===== config.mk =====
export PLATFORM = sky130hd
export DESIGN_NAME = soc_uart_tx
export DESIGN_NICKNAME = d
export VERILOG_FILES = /design/src/common/soc_bus_pkg.sv /design/src/common/soc_periph_pkg.sv /design/src/uart/soc_uart_tx.sv
export SDC_FILE = /design/constraint.sdc
export NUM_CORES = 1
export LEC_CHECK = 0
export ABC_AREA = 1
export ABC_CLOCK_PERIOD_IN_PS = 2600
export BUFFER_PORTS_ARGS = -buffer_cell sky130_fd_sc_hd__buf_2
export CORE_MARGIN = 2
export CORE_UTILIZATION = 44
export CTS_CLUSTER_SIZE = 8
export DETAILED_ROUTE_END_ITERATION = 7
export HOLD_SLACK_MARGIN = 0.03
export PLACE_DENSITY_LB_ADDON = 0.1
export SYNTH_ARGS = -nofsm -noshare
export SYNTH_HDL_FRONTEND = slang
export SYNTH_SLANG_ARGS = --single-unit

===== constraint.sdc =====
create_clock -name clk -period 2.6 [get_ports clk]
set_clock_uncertainty 0.2 [all_clocks]
set_input_delay 0 -clock clk [delete_from_list [all_inputs] [get_ports clk]]
set_output_delay 0 -clock clk [all_outputs]
set_load 0.03 [all_outputs]

===== src/common/soc_bus_pkg.sv =====
// load/store bus package
// bus widths, address map and decoder target select

package soc_bus_pkg;

  ////////////////////////////////////////
  // bus widths
  ////////////////////////////////////////

  localparam int unsigned addr_w = 15;          // byte address
  localparam int unsigned data_w = 32;
  localparam int unsigned ben_w  = data_w/8;    // one enable per byte

  // byte offset inside a word, 2 bits for 32-bit data
  localparam int unsigned byte_ofs_w = $clog2(ben_w);

  ////////////////////////////////////////
  // address map
  ////////////////////////////////////////

  // bit 14 splits the space in half, memory below and peripherals above
  localparam int unsigned sel_bit = 14;
  // inside the peripheral half, bit 6 picks gpio (0) or uart (1)
  localparam int unsigned per_bit = 6;

  // word address into the lower half, 4096 words
  localparam int unsigned mem_aw = sel_bit - byte_ofs_w;

  ////////////////////////////////////////
  // decoder targets
  ////////////////////////////////////////

  typedef enum logic [1:0] {
    sel_mem,   // data memory
    sel_gpio,  // gpio controller
    sel_uart   // uart transmitter
  } target_e;

endpackage : soc_bus_pkg


===== src/common/soc_periph_pkg.sv =====
// peripheral package
// register offsets for gpio and uart, baud divider, uart tx states

package soc_periph_pkg;

  ////////////////////////////////////////
  // gpio
  ////////////////////////////////////////

  localparam int unsigned gpio_w = 32;  // pin count

  // byte offsets, only bits 5:2 take part in the compare
  localparam logic [6:0] reg_out = 7'h00;  // output value
  localparam logic [6:0] reg_oen = 7'h04;  // output enable
  localparam logic [6:0] reg_in  = 7'h08;  // synchronized input, read only

  ////////////////////////////////////////
  // uart
  ////////////////////////////////////////

  localparam logic [6:0] reg_txd  = 7'h40;  // transmit byte, write only
  localparam logic [6:0] reg_stat = 7'h44;  // bit 0 busy

  // clocks per bit, kept short so frames simulate fast
  localparam int unsigned baud_div = 8;
  localparam int unsigned baud_cw  = $clog2(baud_div);

  // data bits per frame and a bit counter with headroom above 7
  localparam int unsigned data_bits = 8;
  localparam int unsigned bit_cw    = $clog2(data_bits + 1);

  // transmitter states
  typedef enum logic [1:0] {
    st_idle,   // line high, waiting for a byte
    st_start,  // start bit, line low
    st_data,   // 8 data bits, lsb first
    st_stop    // stop bit, line high
  } uart_state_e;

endpackage : soc_periph_pkg


===== src/uart/soc_uart_tx.sv =====
// uart transmitter
// register block with a transmit byte and a busy status,
// serializes 8N1 frames at a fixed divider

`timescale 1ns/1ns

module soc_uart_tx (
  input  logic                          clk,
  input  logic                          arst_n,
  // bus side
  input  logic                          vld,
  input  logic                          wen,
  input  logic [soc_bus_pkg::addr_w-1:0] adr,
  input  logic [soc_bus_pkg::data_w-1:0] wdt,
  output logic [soc_bus_pkg::data_w-1:0] rdt,
  // serial line
  output logic                          uart_txd
);

  import soc_bus_pkg::*;
  import soc_periph_pkg::*;

  uart_state_e          state;
  logic [baud_cw-1:0]   baud_cnt;  // clocks inside the current bit
  logic [bit_cw-1:0]    bit_cnt;   // data bit index
  logic [data_bits-1:0] shift;     // byte being sent, lsb goes out first
  logic                 baud_end;  // last clock of a bit
  logic                 txd_wr;    // accepted byte write
  logic                 busy;

  assign busy     = (state != st_idle);
  assign baud_end = (baud_cnt == baud_cw'(baud_div - 1));
  // writes while a frame is running are dropped here
  assign txd_wr   = vld & wen & (adr[5:2] == reg_txd[5:2]) & ~busy;

  ////////////////////////////////////////
  // baud counter
  ////////////////////////////////////////

  always_ff @(posedge clk or negedge arst_n) begin
    if (!arst_n) begin
      baud_cnt <= '0;
    end else if (!busy || baud_end) begin
      baud_cnt <= '0;               // idle holds zero, frame starts aligned
    end else begin
      baud_cnt <= baud_cnt + 1'b1;
    end
  end

  ////////////////////////////////////////
  // frame FSM
  ////////////////////////////////////////

  always_ff @(posedge clk or negedge arst_n) begin
    if (!arst_n) begin
      state   <= st_idle;
      bit_cnt <= '0;
    end else begin
      case (state)
        st_idle: begin
          if (txd_wr) state <= st_start;
        end
        st_start: begin
          if (baud_end) begin
            state   <= st_data;
            bit_cnt <= '0;
          end
        end
        st_data: begin
          if (baud_end) begin
            if (bit_cnt == bit_cw'(data_bits - 1)) begin
              state <= st_stop;      // last data bit done
            end else begin
              bit_cnt <= bit_cnt + 1'b1;
            end
          end
        end
        st_stop: begin
          if (baud_end) state <= st_idle;  // busy drops here
        end
        default: state <= st_idle;
      endcase
    end
  end

  // shift register, loaded on the write and shifted after each data bit
  always_ff @(posedge clk) begin
    if (txd_wr) begin
      shift <= wdt[data_bits-1:0];
    end else if (state == st_data && baud_end) begin
      shift <= shift >> 1;
    end
  end

  // line level straight from state, start bit shows 1 cycle after the write
  always_comb begin
    case (state)
      st_start: uart_txd = 1'b0;
      st_data:  uart_txd = shift[0];
      default:  uart_txd = 1'b1;  // idle and stop
    endcase
  end

  ////////////////////////////////////////
  // read back
  ////////////////////////////////////////

  always_ff @(posedge clk) begin
    if (vld && !wen) begin
      if (adr[5:2] == reg_stat[5:2]) begin
        rdt <= data_w'(busy);
      end else begin
        rdt <= '0;  // reg_txd is write only
      end
    end
  end

  // line must rest high outside start and data bits
  a_txd_high : assert property (
    @(posedge clk) disable iff (!arst_n)
    (state inside {st_idle, st_stop}) |-> uart_txd
  );

  a_bit_cnt : assert property (
    @(posedge clk) disable iff (!arst_n)
    bit_cnt <= bit_cw'(data_bits - 1)
  );

endmodule : soc_uart_tx


* Yosys cells after proc, flatten, opt, wreduce, memory -nomap -nowiden
Cells that the tools add are included.
** Word-level totals
- Word-level logic and storage cells :: 50
- Input port bits :: 51
- Bits in registers :: 49
- Output and inout port bits :: 33
** Cells by class
- Bitwise gates (word level) :: 4
- Reduce and logical (&&, ||, !) cells :: 12
- Multiplexer cells :: 14
- Equality and inequality tests :: 12
- Add/subtract/negate cells :: 2
** Operators by type and width (count)
- 8-bit two-way mux :: 2
- 4-bit two-way mux :: 3
- 2-bit != test (second input constant) :: 6
- 2-bit two-way mux :: 5
- 2-bit one-hot mux with 4 select lines :: 1
- 4-bit one-hot mux with 2 select lines :: 1
- 2-bit nonzero test :: 3
- 5-bit AND reduction :: 1
- 4-bit by 1-bit adder with 4-bit output (second input constant) :: 1
- 2-bit equality test (second input constant) :: 2
- 4-bit by 1-bit equality test with 1-bit output (second input constant) :: 1
- 4-bit by 3-bit equality test with 1-bit output (second input constant) :: 1
- 4-bit logical NOT :: 1
- 4-bit AND reduction :: 1
- 3-bit by 1-bit adder with 3-bit output (second input constant) :: 1
- 1-bit bitwise AND :: 3
- 3-bit equality test (second input constant) :: 1
- 3-bit two-way mux :: 1
- 2-bit by 1-bit equality test with 1-bit output (second input constant) :: 1
- 1-bit logical AND :: 2
- 1-bit logical NOT :: 2
- 2-bit logical NOT :: 1
- 1-bit one-hot mux with 2 select lines :: 1
- 1-bit logical OR :: 1
- 1-bit inverter :: 1

* Longest topological paths before layout
Gate-level depths: netlist of the first run.
- Depth after elaboration :: 5
- Gate-level depth with buffers :: 9
- Mapped depth without buffers :: 8

* Least setup slack after synthesis of the first run
Ideal clock, no wire load.
- Path type :: register -> register
- Start :: register state[0]
- End :: register shift[0] (enable)
- Path buffers :: 0
- Required time :: 2071 ps
- Cell stages (with the launch flop) :: 7
- Period minus slack after synthesis :: 1710 ps
- Data arrival time :: 1181 ps
- Setup slack :: 890 ps
- Cell sequence :: dfrtp_1 inv_1 ha_1 inv_1 nor2_8 inv_4 nand2_1
** On the way
- Longest elaborated chain between the ends :: 4
- Elaborated cells between the ends (all ways) :: 6
- Classes of those cells :: eq/ne: 1; bitwise: 2; reduce/logical: 3
** Ends and longest elaborated chain
- from (decl) :: RTL line soc_uart_tx.sv:23 : uart_state_e state;
- from (signal assigned) :: RTL line soc_uart_tx.sv:56 : state <= st_idle;
- from (signal assigned) :: RTL line soc_uart_tx.sv:61 : if (txd_wr) state <= st_start;
- from (signal assigned) :: RTL line soc_uart_tx.sv:65 : state <= st_data;
- 2-bit nonzero test :: RTL line soc_uart_tx.sv:31 : assign busy = (state != st_idle);
- 1-bit inverter :: RTL line soc_uart_tx.sv:34 : assign txd_wr = vld & wen & (adr[5:2] == reg_txd[5:2]) & ~busy;
- 1-bit bitwise AND :: RTL line soc_uart_tx.sv:34
- 2-bit nonzero test (no line) (*)
- to (signal assigned) :: RTL line soc_uart_tx.sv:89 : shift <= wdt[data_bits-1:0];
- to (signal assigned) :: RTL line soc_uart_tx.sv:91 : shift <= shift >> 1;
- to (decl) :: RTL line soc_uart_tx.sv:26 : logic [data_bits-1:0] shift;
Mark *: on every way between the ends. The rest lies on a longest branch, timed or not.
A chain may end at the register's enable or synchronous reset.

* Worst setup path in the final report of the first run
- Start :: register state[0]
- End :: register rdt[0] (netlist name) (data pin)
** On the way
- Longest elaborated chain between the ends :: 1
** Ends and longest elaborated chain
- 2-bit nonzero test :: RTL line soc_uart_tx.sv:31
- to (signal assigned) :: RTL line soc_uart_tx.sv:111 : rdt <= data_w'(busy);
- to (decl) :: RTL line soc_uart_tx.sv:15 : output logic [soc_bus_pkg::data_w-1:0] rdt,
Every way passes these cells.

==> reports/qor.tcl, run 1 <==
set qor(worstSkewPairLatency_ns) 0.29
set qor(synth_area_leader_cell) {sky130_fd_sc_hd__edfxtp_1}
set qor(worst_endpoint_required_time_ns) 2.58
set qor(critPathCaptureType) {flip-flop}
set qor(globalplace.congestion) 0.7996
set qor(vdd_drop_max_mv) 0.5301
set qor(finish.net_count) 236
set qor(detail-route-antenna-nets) 0
set qor(setup.worst_path.start) {state[0]$_DFFE_PN0P_}
set qor(unrepaired_setup_endpoints_after_global_routing) {false}
set qor(netlist_top_cells_area) {sky130_fd_sc_hd__edfxtp_1, sky130_fd_sc_hd__buf_4, sky130_fd_sc_hd__dfrtp_1}
set qor(area_delta_synth_final_pct) 14.84
set qor(vias_per_cell) 4.237
set qor(cts_hold_buffers) 16
set qor(finalWirelength_mm) 2.069
set qor(cts.repair_timing.setup_buffer_count) 0
set qor(synth_area_um2) 1231
set qor(io_buffer_count) 17
set qor(fmax_ghz) 0.4834
set qor(floorplan.die.width_um) 56.90
set qor(timing.critical_path.slowest_cell_delay_ns) 0.58
set qor(synth.yosys.seq_area_share) 0.4024
set qor(placeableCoreArea_um2) 2710
set qor(crit_family) {buffers and inverters}
set qor(worst-setup-path-type) {reg -> reg}
set qor(post-route-period-util) 0.7957
set qor(hp-class) {in -> reg}
set qor(number_of_synthesized_flops_with_an_enable_pin) 9
set qor(asyncSetResetFlopFracSynth) 0.5000
set qor(final-max-slew-violation-count) 0
set qor(timing.max_cap.violations) 0
set qor(cpMostUsedCell) {sky130_fd_sc_hd__inv_1}
set qor(yosysWarnings) 0
set qor(yosysMostFrequentCell) {sky130_fd_sc_hd__nand2_1}
set qor(timing.final.setup_violations) 0
set qor(reg2reg_depth) 6
set qor(total_leakage_power_nw) 0.7387
set qor(clock_sinks) 18
set qor(power_density_nw_per_um2) 656.5
set qor(clock_slew_seen_by_the_registers_of_the_worst_setup_and_hold_paths_ns) 0.11
set qor(finalCriticalPeriod_ns) 2.069
set qor(drt_drc_violations_left) 0
set qor(grt_max_degree) 11
set qor(clock_tree.buffer_depth) 2
set qor(path_depth) 6
set qor(timing.critical_path.to) {rdt[0]$_SDFFCE_PP0P_}
set qor(clock_tree.root_cell) {sky130_fd_sc_hd__clkbuf_4}
set qor(cp_startpoint_kind) {flip-flop}
set qor(share_of_final_layout_standard_cells_stronger_than_drive_strength_1) 0.1648
set qor(critPathArrivalTime_ns) 2.04
set qor(grt.total_usage) 0.1415
set qor(finalInstanceArea_um2) 1414
set qor(globalRoute.totalOverflow) 0
set qor(placedInstanceArea_um2) 1227
set qor(postSynthCellCount) 141
set qor(worstPathCellList) {inv_1, ha_1, inv_1, nand2_1, nor4_1, dlygate4sd3_1}
set qor(grt_first_pass_wirelength_mm) 3.601
set qor(ys_top_cells_by_count) {sky130_fd_sc_hd__nand2_1, sky130_fd_sc_hd__buf_4, sky130_fd_sc_hd__inv_1}
set qor(worst-path-max-fanout) 4
set qor(endpoint_of_the_worst_slack_reg_to_reg_timing_path) {rdt[0]$_SDFFCE_PP0P_}
set qor(hpwlAfterDp_mm) 1.462
set qor(timing.rr.start) {state[0]$_DFFE_PN0P_}
set qor(fin_tns_setup_ns) 0
set qor(post_cts.resized_instances) 0
set qor(first_iter_violations) 12
set qor(yosysUniqueCellTypes) 23
set qor(crit_buf_inv) 3
set qor(htree_num_levels) 1
set qor(tritoncts_clock_tree) {built}
set qor(drt_first_pass_iters) 4
set qor(num_io_pins) 84
set qor(post_synth.cell_area_avg_um2) 8.732
set qor(run_status) {finished, final reports clean}
set qor(dieArea_um2) 3237
set qor(synth_flop_cell) {sky130_fd_sc_hd__edfxtp_1}
set qor(n_antenna_cell) 0
set qor(grt_antenna_before_repair) 0
set qor(cts-buffers-inserted) 3
set qor(floorplan.initialDensity) 0.4543
set qor(hold_viol) 0
set qor(first_global_vias) 868
set qor(std_cell_rows) 19
set qor(setup_slack_reg_to_reg_ns) 0.53
set qor(synthesis_stage_register_bit_count) 18
set qor(slowest_stage) {sky130_fd_sc_hd__dlygate4sd3_1}
set qor(dr_total_vias) 877
set qor(wl_per_cell_um) 9.995
set qor(yosysTopAreaCellShare) 0.2195
set qor(die_boundary_height_um) 56.90
[per-stage QoR]
stage,setup slack (ns),hold WS (ns),std cells,utilization,power [mW]
floorplan,0.8904,-0.4956,171,-,0.7284
global placement,0.6685,-0.3338,187,0.4529,0.7565
detailed placement,0.6787,-0.3326,187,0.4529,0.7696
CTS,0.5648,0.07568,207,0.5217,0.9342
global route,0.3713,0.1141,207,0.5217,1.002
finish,0.5312,0.07834,207,0.5217,0.9282
[layer usage]
metal	part of all wire	vias to the layer above	track usage	wire length [um]
li1	-	454	-	-
met1	0.42	404	0.1647	863
met2	0.54	19	0.2545	1122
met3	0.040	0	0.04839	83
met4	0	0	0.01993	0
met5	0	-	0	0
[cell families after synthesis]
group                      after synthesis  share of synthesized area
other                                    1                   0.003046
and+or+nand+nor                         64                     0.2439
AOI/OAI and AO/OA                        6                    0.03557
DFF                                     18                     0.4024
adders and majority gates                8                    0.08130
buffers and inverters                   44                     0.2337
[tightest hold or removal path: stages]
cell and delay (ns):
sky130_fd_sc_hd__buf_2 0.09, sky130_fd_sc_hd__nor2_1 0.05, sky130_fd_sc_hd__nand3_2 0.12, sky130_fd_sc_hd__nor2_8 0.06, sky130_fd_sc_hd__nand2_1 0.05, sky130_fd_sc_hd__nand2_1 0.04
[layout by cell type, fill, tap and decap left out, types with 2 or more instances in the layout]
master	count
sky130_fd_sc_hd__edfxtp_1	9
sky130_fd_sc_hd__dlygate4sd3_1	16
sky130_fd_sc_hd__nor2_1	7
sky130_fd_sc_hd__nand2_2	2
sky130_fd_sc_hd__nand2_1	40
sky130_fd_sc_hd__conb_1	31
sky130_fd_sc_hd__nand4_1	4
sky130_fd_sc_hd__clkbuf_4	3
sky130_fd_sc_hd__buf_2	17
sky130_fd_sc_hd__inv_1	11
sky130_fd_sc_hd__o21ai_1	3
sky130_fd_sc_hd__nand3_1	4
sky130_fd_sc_hd__dfrtp_1	9
sky130_fd_sc_hd__ha_1	8
[worst min path at each step]
stage                            endpoint    from  depth (start not counted)
detailed placement   state[1]$_DFFE_PN0P_  arst_n                          1
floorplan           baud_cnt[0]$_DFF_PN0_  arst_n                          0
CTS                    shift[0]$_DFFE_PP_  adr[2]                          6
global placement     state[1]$_DFFE_PN0P_  arst_n                          1
finish                 shift[1]$_DFFE_PP_  adr[2]                          6
global route           shift[0]$_DFFE_PP_  adr[2]                          6
[where the power goes]
| group | internal [mW] | total [mW] | switching [mW] | leakage [nW] |
|---|---|---|---|---|
| Clock | 0.0559 | 0.144 | 0.0884 | 0.0154 |
| Sequential | 0.340 | 0.369 | 0.0291 | 0.202 |
| Combinational | 0.134 | 0.415 | 0.281 | 0.521 |
[state kept, by name, summed over array words and instances, names as in the netlist]
name	flops
state	2
bit_cnt	4
baud_cnt	3
shift	8
rdt	1
[final cells by class]
cell class                      count  area (um2)
Fill cell                         281        1296
Inverter                           12       47.55
Tap cell                           31       38.79
Timing Repair Buffer               33       245.2
Multi-Input combinational cell    109       560.5
Clock buffer                        3       22.52
Clock inverter                      1       3.754
Sequential cell                    18       495.5
(Power assumes the default switching activity.)
==> run 2, diff against run 1 <==
--- a/config.mk
+++ b/config.mk
@@ -6,10 +6,10 @@
 export NUM_CORES = 1
 export LEC_CHECK = 0
 export ABC_AREA = 1
-export ABC_CLOCK_PERIOD_IN_PS = 2600
+export ABC_CLOCK_PERIOD_IN_PS = 2100
 export BUFFER_PORTS_ARGS = -buffer_cell sky130_fd_sc_hd__buf_2
 export CORE_MARGIN = 2
-export CORE_UTILIZATION = 44
+export CORE_UTILIZATION = 41
 export CTS_CLUSTER_SIZE = 8
 export DETAILED_ROUTE_END_ITERATION = 7
 export HOLD_SLACK_MARGIN = 0.03
==> constraint.sdc (replaced) <==
create_clock -name clk -period 2.1 [get_ports clk]
set_clock_uncertainty 0.2 [all_clocks]
set_input_delay 0 -clock clk [delete_from_list [all_inputs] [get_ports clk]]
set_output_delay 0 -clock clk [all_outputs]
set_load 0.03 [all_outputs]
==> run 2 against run 1 <==
  * The flow now finishes with violations (DRC)
  * Combinational power grew 25%
  * Cell count is 0.48% higher
  * First-iteration DRC count increased to 4.9 times the previous value
  * Global-route usage down 0.10 points
  * Utilization fell by 1.5 points
  * Sequential cell count unchanged
  * Maximum frequency up 6.6%
  * Critical endpoint is now shift[0]$_DFFE_PP_
  * Largest cell class unchanged
==> reports/qor.tcl, run 2 (synthesis results as in run 1) <==
set qor(timing.critical_path.slowest_cell_delay_ns) 0.43
set qor(drt_drc_violations_left) 2
set qor(timing.max_cap.violations) 0
set qor(violated_checks) {DRC}
set qor(vdd_drop_max_mv) 0.4303
set qor(worst-path-max-fanout) 9
set qor(area_delta_synth_final_pct) 15.45
set qor(num_io_pins) 84
set qor(die_boundary_height_um) 58.80
set qor(std_cell_rows) 19
set qor(hpwlAfterDp_mm) 1.620
set qor(placement.setup.worst_slack_ns) 0.1662
set qor(worstSkewPairLatency_ns) 0.29
set qor(vias_per_cell) 4.163
set qor(wl_per_cell_um) 10.85
set qor(post-route-period-util) 0.9238
set qor(cts-buffers-inserted) 3
set qor(floorplan.die.width_um) 58.80
set qor(first_global_vias) 817
set qor(placedInstanceArea_um2) 1235
set qor(crit_family) {simple AND/OR/NAND/NOR gates}
set qor(worst-setup-path-type) {reg -> reg}
set qor(clock_tree.root_cell) {sky130_fd_sc_hd__clkbuf_4}
set qor(hold_viol) 0
set qor(drt_first_pass_iters) 6
set qor(power_density_nw_per_um2) 812.2
set qor(fill_count) 280
set qor(htree_num_levels) 1
set qor(clock_tree.buffer_depth) 2
set qor(layout_commonest_cell) {sky130_fd_sc_hd__nand2_1}
set qor(io_buffer_count) 17
set qor(clock_slew_seen_by_the_registers_of_the_worst_setup_and_hold_paths_ns) 0.11
set qor(fin_tns_setup_ns) 0
set qor(critPathCaptureType) {flip-flop}
set qor(grt.total_usage) 0.1405
set qor(clock_sinks) 18
set qor(cpMostUsedCell) {sky130_fd_sc_hd__inv_1}
set qor(dieArea_um2) 3457
set qor(hp-class) {in -> reg}
set qor(largest_register_ff_count) 8
set qor(detail-route-antenna-nets) 0
set qor(grt_first_pass_wirelength_mm) 3.684
set qor(worst_endpoint_required_time_ns) 1.87
set qor(first_iter_violations) 59
set qor(finalCriticalPeriod_ns) 1.940
set qor(finalWirelength_mm) 2.256
set qor(floorplan.initialDensity) 0.4389
set qor(grt_antenna_before_repair) 0
set qor(most-common-layout-cells) {sky130_fd_sc_hd__nand2_1, sky130_fd_sc_hd__conb_1, sky130_fd_sc_hd__buf_2}
set qor(dr_total_vias) 866
set qor(worst_slack_ns) 0.1601
set qor(crit_buf_inv) 3
set qor(biggestRegsByFlops) {shift x8, bit_cnt x4, baud_cnt x3}
set qor(total_leakage_power_nw) 0.7440
set qor(n_antenna_cell) 0
set qor(cp_startpoint_kind) {flip-flop}
set qor(run_status) {complete, but fails checks}
set qor(share_of_final_layout_standard_cells_stronger_than_drive_strength_1) 0.1695
set qor(setup_slack_reg_to_reg_ns) 0.16
set qor(post_cts.resized_instances) 0
set qor(unrepaired_setup_endpoints_after_global_routing) {false}
set qor(slowest_stage) {sky130_fd_sc_hd__dfrtp_1}
set qor(globalplace.congestion) 0.8247
set qor(grt_max_degree) 11
set qor(tritoncts_clock_tree) {built}
set qor(fmax_ghz) 0.5155
set qor(largest-register) {shift}
set qor(globalRoute.totalOverflow) 0
set qor(finalInstanceArea_um2) 1421
set qor(timing.final.setup_violations) 0
set qor(worstPathCellList) {inv_1, ha_1, inv_1, nor2_8, inv_4, nand2_1}
set qor(final-max-slew-violation-count) 0
set qor(finish.net_count) 237
set qor(critPathArrivalTime_ns) 1.71
set qor(placeableCoreArea_um2) 2805
-- run 2: worst paths after layout --
check                                       from  cells after the start                endpoint
setup / recovery            state[0]$_DFFE_PN0P_                      6      shift[0]$_DFFE_PP_
hold / removal                               vld                      7    state[0]$_DFFE_PN0P_
setup reg to reg            state[0]$_DFFE_PN0P_                      6      shift[0]$_DFFE_PP_
hold reg to reg            baud_cnt[0]$_DFF_PN0_                      1   baud_cnt[0]$_DFF_PN0_
max in group asynchronous                 arst_n                      3  bit_cnt[1]$_DFFE_PN0P_
min in group asynchronous                 arst_n                      3   baud_cnt[0]$_DFF_PN0_
-- run 2: worst reg2reg max path: stages (launching register included) --
cell and delay, ns:
sky130_fd_sc_hd__dfrtp_1 0.43, sky130_fd_sc_hd__inv_1 0.12, sky130_fd_sc_hd__ha_1 0.18, sky130_fd_sc_hd__inv_1 0.12
sky130_fd_sc_hd__nor2_8 0.20, sky130_fd_sc_hd__inv_4 0.08, sky130_fd_sc_hd__nand2_1 0.29
-- run 2: report_power, final --
group / switching (mW) / total [mW] / internal [mW]
combinational: 0.346 / 0.520 / 0.174
clock: 0.110 / 0.179 / 0.0690
sequential: 0.0345 / 0.455 / 0.421
-- run 2: metrics by stage --
step	power [mW]	instances	util	hold WS, ns
2_1_floorplan	0.9018	171	-	-0.4956
3_3_place_gp	0.9457	188	0.4402	-0.3306
3_5_place_dp	0.9622	188	0.4402	-0.3310
4_1_cts	1.166	208	0.5067	0.08368
5_1_grt	1.266	208	0.5067	0.1638
6_report	1.154	208	0.5067	0.1235
-- run 2: cell type report --
type,count,area [um2],area share
Clock buffer,3,22.52,0.01585
Clock inverter,1,3.754,0.002641
Inverter,12,47.55,0.03345
Multi-Input combinational cell,109,560.5,0.3944
Sequential cell,18,495.5,0.3486
Tap cell,31,38.79,0.02729
Timing Repair Buffer,34,252.7,0.1778
-- run 2: repair_timing --
| item | 4_1_cts | 5_1_grt |
|---|---|---|
| buffers inserted | 0 | 0 |
| endpoints found under the hold margin | 20 | 0 |
| hold buffers | 16 | 0 |
-- run 2: layer usage --
metal	wire [um]	GRT usage	share of wire
met1	957	0.1704	0.42
met2	1212	0.2556	0.54
met3	86	0.04176	0.038
met4	0	0.009740	0
met5	0	0	0
==> run 3, diff against run 2 <==
--- a/config.mk
+++ b/config.mk
@@ -5,7 +5,6 @@
 export SDC_FILE = /design/constraint.sdc
 export NUM_CORES = 1
 export LEC_CHECK = 0
-export ABC_AREA = 1
 export ABC_CLOCK_PERIOD_IN_PS = 2100
 export BUFFER_PORTS_ARGS = -buffer_cell sky130_fd_sc_hd__buf_2
 export CORE_MARGIN = 2
==> run 3 against run 2 <==
  * The flow still finishes with violations (DRC)
  * Clock power hardly changed
  * Setup slack worse by 0.087 ns
  * Non-clock buffer count is 2 higher
  * Largest cell class unchanged
  * Clock-buffer cell count stayed put
  * Global-route usage is 2.2 points lower
  * Design area is 0.97% higher
  * Synthesized cell count is 22% lower
  * Cell count is 15% lower
  * Critical path depth stayed put
==> reports/qor.tcl, run 3 <==
set qor(floorplan.die.width_um) 58.74
set qor(n_antenna_cell) 0
set qor(io_buffer_count) 17
set qor(fmax_ghz) 0.4935
set qor(seq_power_share) 0.406
set qor(std_cell_rows) 19
set qor(yosys.area_share.xor_xnor) 0
set qor(worst_slack_ns) 0.07352
set qor(largest-register) {shift}
set qor(worstPathCellList) {dlygate4sd3_1, buf_2, or3_4, nor3_4, and3_1, dlygate4sd3_1}
set qor(synth_area_um2) 1229
set qor(critPathCaptureType) {flip-flop}
set qor(hpwlAfterDp_mm) 1.335
set qor(ys_top_cells_by_count) {sky130_fd_sc_hd__buf_4, sky130_fd_sc_hd__dfrtp_1, sky130_fd_sc_hd__edfxtp_1}
set qor(worst-setup-path-type) {in -> reg}
set qor(drt_first_pass_iters) 6
set qor(first_iter_violations) 41
set qor(hp-class) {in -> reg}
set qor(asyncSetResetFlopFracSynth) 0.5000
set qor(synthesis_stage_register_bit_count) 18
set qor(yosysTopAreaCellShare) 0.2200
set qor(timing.max_cap.violations) 0
set qor(dr_total_vias) 794
set qor(power_density_nw_per_um2) 828.3
set qor(fin_cells) 177
set qor(unrepaired_setup_endpoints_after_global_routing) {false}
set qor(floorplan.initialDensity) 0.4380
set qor(placeableCoreArea_um2) 2805
set qor(worst-path-max-fanout) 3
set qor(biggestRegsByFlops) {shift x8, bit_cnt x4, baud_cnt x3}
set qor(yosysUniqueCellTypes) 31
set qor(globalRoute.totalOverflow) 0
set qor(globalplace.congestion) 0.7554
set qor(cts-buffers-inserted) 3
set qor(fill_count) 261
set qor(grt_first_pass_wirelength_mm) 3.015
set qor(dpl.cell_count) 155
set qor(post_synth_and_or_nand_nor_area_fraction) 0.1141
set qor(finalWirelength_mm) 1.911
set qor(share_of_final_layout_standard_cells_stronger_than_drive_strength_1) 0.2260
set qor(most-common-layout-cells) {sky130_fd_sc_hd__conb_1, sky130_fd_sc_hd__dlygate4sd3_1, sky130_fd_sc_hd__buf_2}
set qor(synth_compound_gate_area_share) 0.08758
set qor(total_leakage_power_nw) 0.7227
set qor(worst_endpoint_required_time_ns) 2.07
set qor(num_io_pins) 84
set qor(cts.repair_timing.setup_buffer_count) 0
set qor(internal-power_mw) 0.7230
set qor(totalPowerFinal_mw) 1.189
set qor(finish.net_count) 206
set qor(vdd_drop_max_mv) 0.3261
set qor(clock_tree.buffer_depth) 2
set qor(timing.critical_path.slowest_cell_delay_ns) 0.54
set qor(netlist_top_cells_area) {sky130_fd_sc_hd__edfxtp_1, sky130_fd_sc_hd__buf_4, sky130_fd_sc_hd__dfrtp_1}
set qor(vias_per_cell) 4.486
set qor(p_sw_mw) 0.4657
set qor(grt_max_degree) 13
set qor(die_boundary_height_um) 58.74
set qor(wl_per_cell_um) 10.80
set qor(placement.setup.worst_slack_ns) 0.1322
set qor(detail-route-antenna-nets) 0
set qor(synth_area_leader_cell) {sky130_fd_sc_hd__edfxtp_1}
set qor(clock_slew_seen_by_the_registers_of_the_worst_setup_and_hold_paths_ns) 0.10
set qor(htree_num_levels) 1
set qor(largest_register_ff_count) 8
set qor(cpMostUsedCell) {sky130_fd_sc_hd__dlygate4sd3_1}
set qor(final_core_utilization) 0.5116
set qor(area_delta_synth_final_pct) 16.80
set qor(slowest_stage) {sky130_fd_sc_hd__dlygate4sd3_1}
set qor(timing.final.setup_violations) 0
set qor(synth.yosys.seq_area_share) 0.4033
set qor(run_status) {complete, but fails checks}
set qor(clockPowerShare) 0.149
set qor(switching_power_share_of_the_total) 0.3918
set qor(power.combinational.fraction) 0.445
set qor(synth_area_in_adders) 0.08147
set qor(final-max-slew-violation-count) 0
set qor(critPathArrivalTime_ns) 1.99
set qor(first_global_vias) 719
set qor(grt.total_usage) 0.1187
set qor(layout_commonest_cell) {sky130_fd_sc_hd__conb_1}
set qor(grt_antenna_before_repair) 0
set qor(hold_viol) 0
set qor(post_synth.cell_area_avg_um2) 11.17
set qor(main_combinational_cell_family_by_area_after_synthesis) {buffers and inverters}
set qor(multiplexer_fraction_of_the_synthesized_cell_area) 0.09470
set qor(finalCriticalPeriod_ns) 2.026
set qor(yosysMostFrequentCell) {sky130_fd_sc_hd__buf_4}
set qor(post-route-period-util) 0.9650
set qor(synth_flop_cell) {sky130_fd_sc_hd__edfxtp_1}
set qor(worstSkewPairLatency_ns) 0.29
set qor(dieArea_um2) 3450
set qor(yosysWarnings) 0
set qor(drt_drc_violations_left) 4
set qor(fin_tns_setup_ns) 0
set qor(tritoncts_clock_tree) {built}
set qor(clock_tree.root_cell) {sky130_fd_sc_hd__clkbuf_4}
set qor(clock_sinks) 18
set qor(postSynthCellCount) 110
set qor(cp_startpoint_kind) {input pin}
set qor(number_of_synthesized_flops_with_an_enable_pin) 9
set qor(violated_checks) {DRC}
## run 3: changes by cell type after synthesis, sizes merged, moves of 7 or more
cell / before / now
mux2: 0 / 8
nand2: 42 / 6
nor2: 10 / 0
inv: 12 / 5
## run 3: final timing paths
path	startpoint	to	slack, ns	cells after the start
setup / recovery	adr[3]	shift[7]$_SDFFCE_PN0P_	0.07	6
hold / removal	vld	state[0]$_DFFE_PN0P_	0.05	5
setup reg to reg	state[0]$_DFFE_PN0P_	rdt[0]$_SDFFCE_PP0P_	0.17	4
hold reg to reg	baud_cnt[0]$_DFF_PN0_	baud_cnt[0]$_DFF_PN0_	0.24	1
max in group asynchronous	arst_n	state[0]$_DFFE_PN0P_	0.92	3
min in group asynchronous	arst_n	bit_cnt[0]$_DFFE_PN0P_	0.49	3
## run 3: logic make-up after synthesis
| logic type | count (synthesis) |
|---|---|
| adder cells (fa/ha/maj) | 8 |
| other | 1 |
| multiplexers | 8 |
| flip-flops | 18 |
| AND/OR/NAND/NOR | 21 |
| buffers and inverters | 39 |
| AO/OA/AOI/OAI | 15 |
## run 3: power groups by stage
stage / Sequential, mW / Clock, mW / Combinational, mW
final: 0.483 / 0.177 / 0.529
after detailed placement: 0.492 / 0 / 0.509
after global placement: 0.488 / 0 / 0.494
after global routing: 0.492 / 0.201 / 0.592
after CTS: 0.484 / 0.185 / 0.534
after floorplan: 0.482 / 0 / 0.448
## run 3: metal layers
layer  global-route usage  wire (um)  vias up
met1               0.1240        794      361
li1                     -          -      391
met3              0.03297        130        2
met5                    0          0        -
met4              0.04870         27        0
met2               0.2206        958       40
## run 3: stage by stage
stage	area [um2]	hold slack [ns]
5_1_grt	1435	0.06383
2_1_floorplan	1341	-0.4956
4_1_cts	1433	0.04259
3_5_place_dp	1226	-0.3300
3_3_place_gp	1226	-0.3312
6_report	1435	0.04504
## run 3: what timing repair did
| item | 4_1_cts | 5_1_grt |
|---|---|---|
| hold endpoints to repair | 20 | 0 |
| setup endpoints to repair | 0 | 1 |
| hold buffers | 18 | 0 |
| resized for setup | 0 | 1 |
## run 3: layout make-up
| cell class | count | area [um2] | area share |
|---|---|---|---|
| flip-flops and latches | 18 | 495.5 | 0.3452 |
| repair buffers | 36 | 272.8 | 0.1901 |
| well taps | 31 | 38.79 | 0.02703 |
| clock inverters | 1 | 3.754 | 0.002616 |
| inverters | 5 | 18.77 | 0.01308 |
| clock buffers | 3 | 22.52 | 0.01569 |
| multi-input cells | 83 | 583.1 | 0.4063 |
## run 3: critical path, delay by kind of cell
kind / cells / cell delay (ns)
buf+inv: 3 / 1.20
simple gates: 3 / 0.80
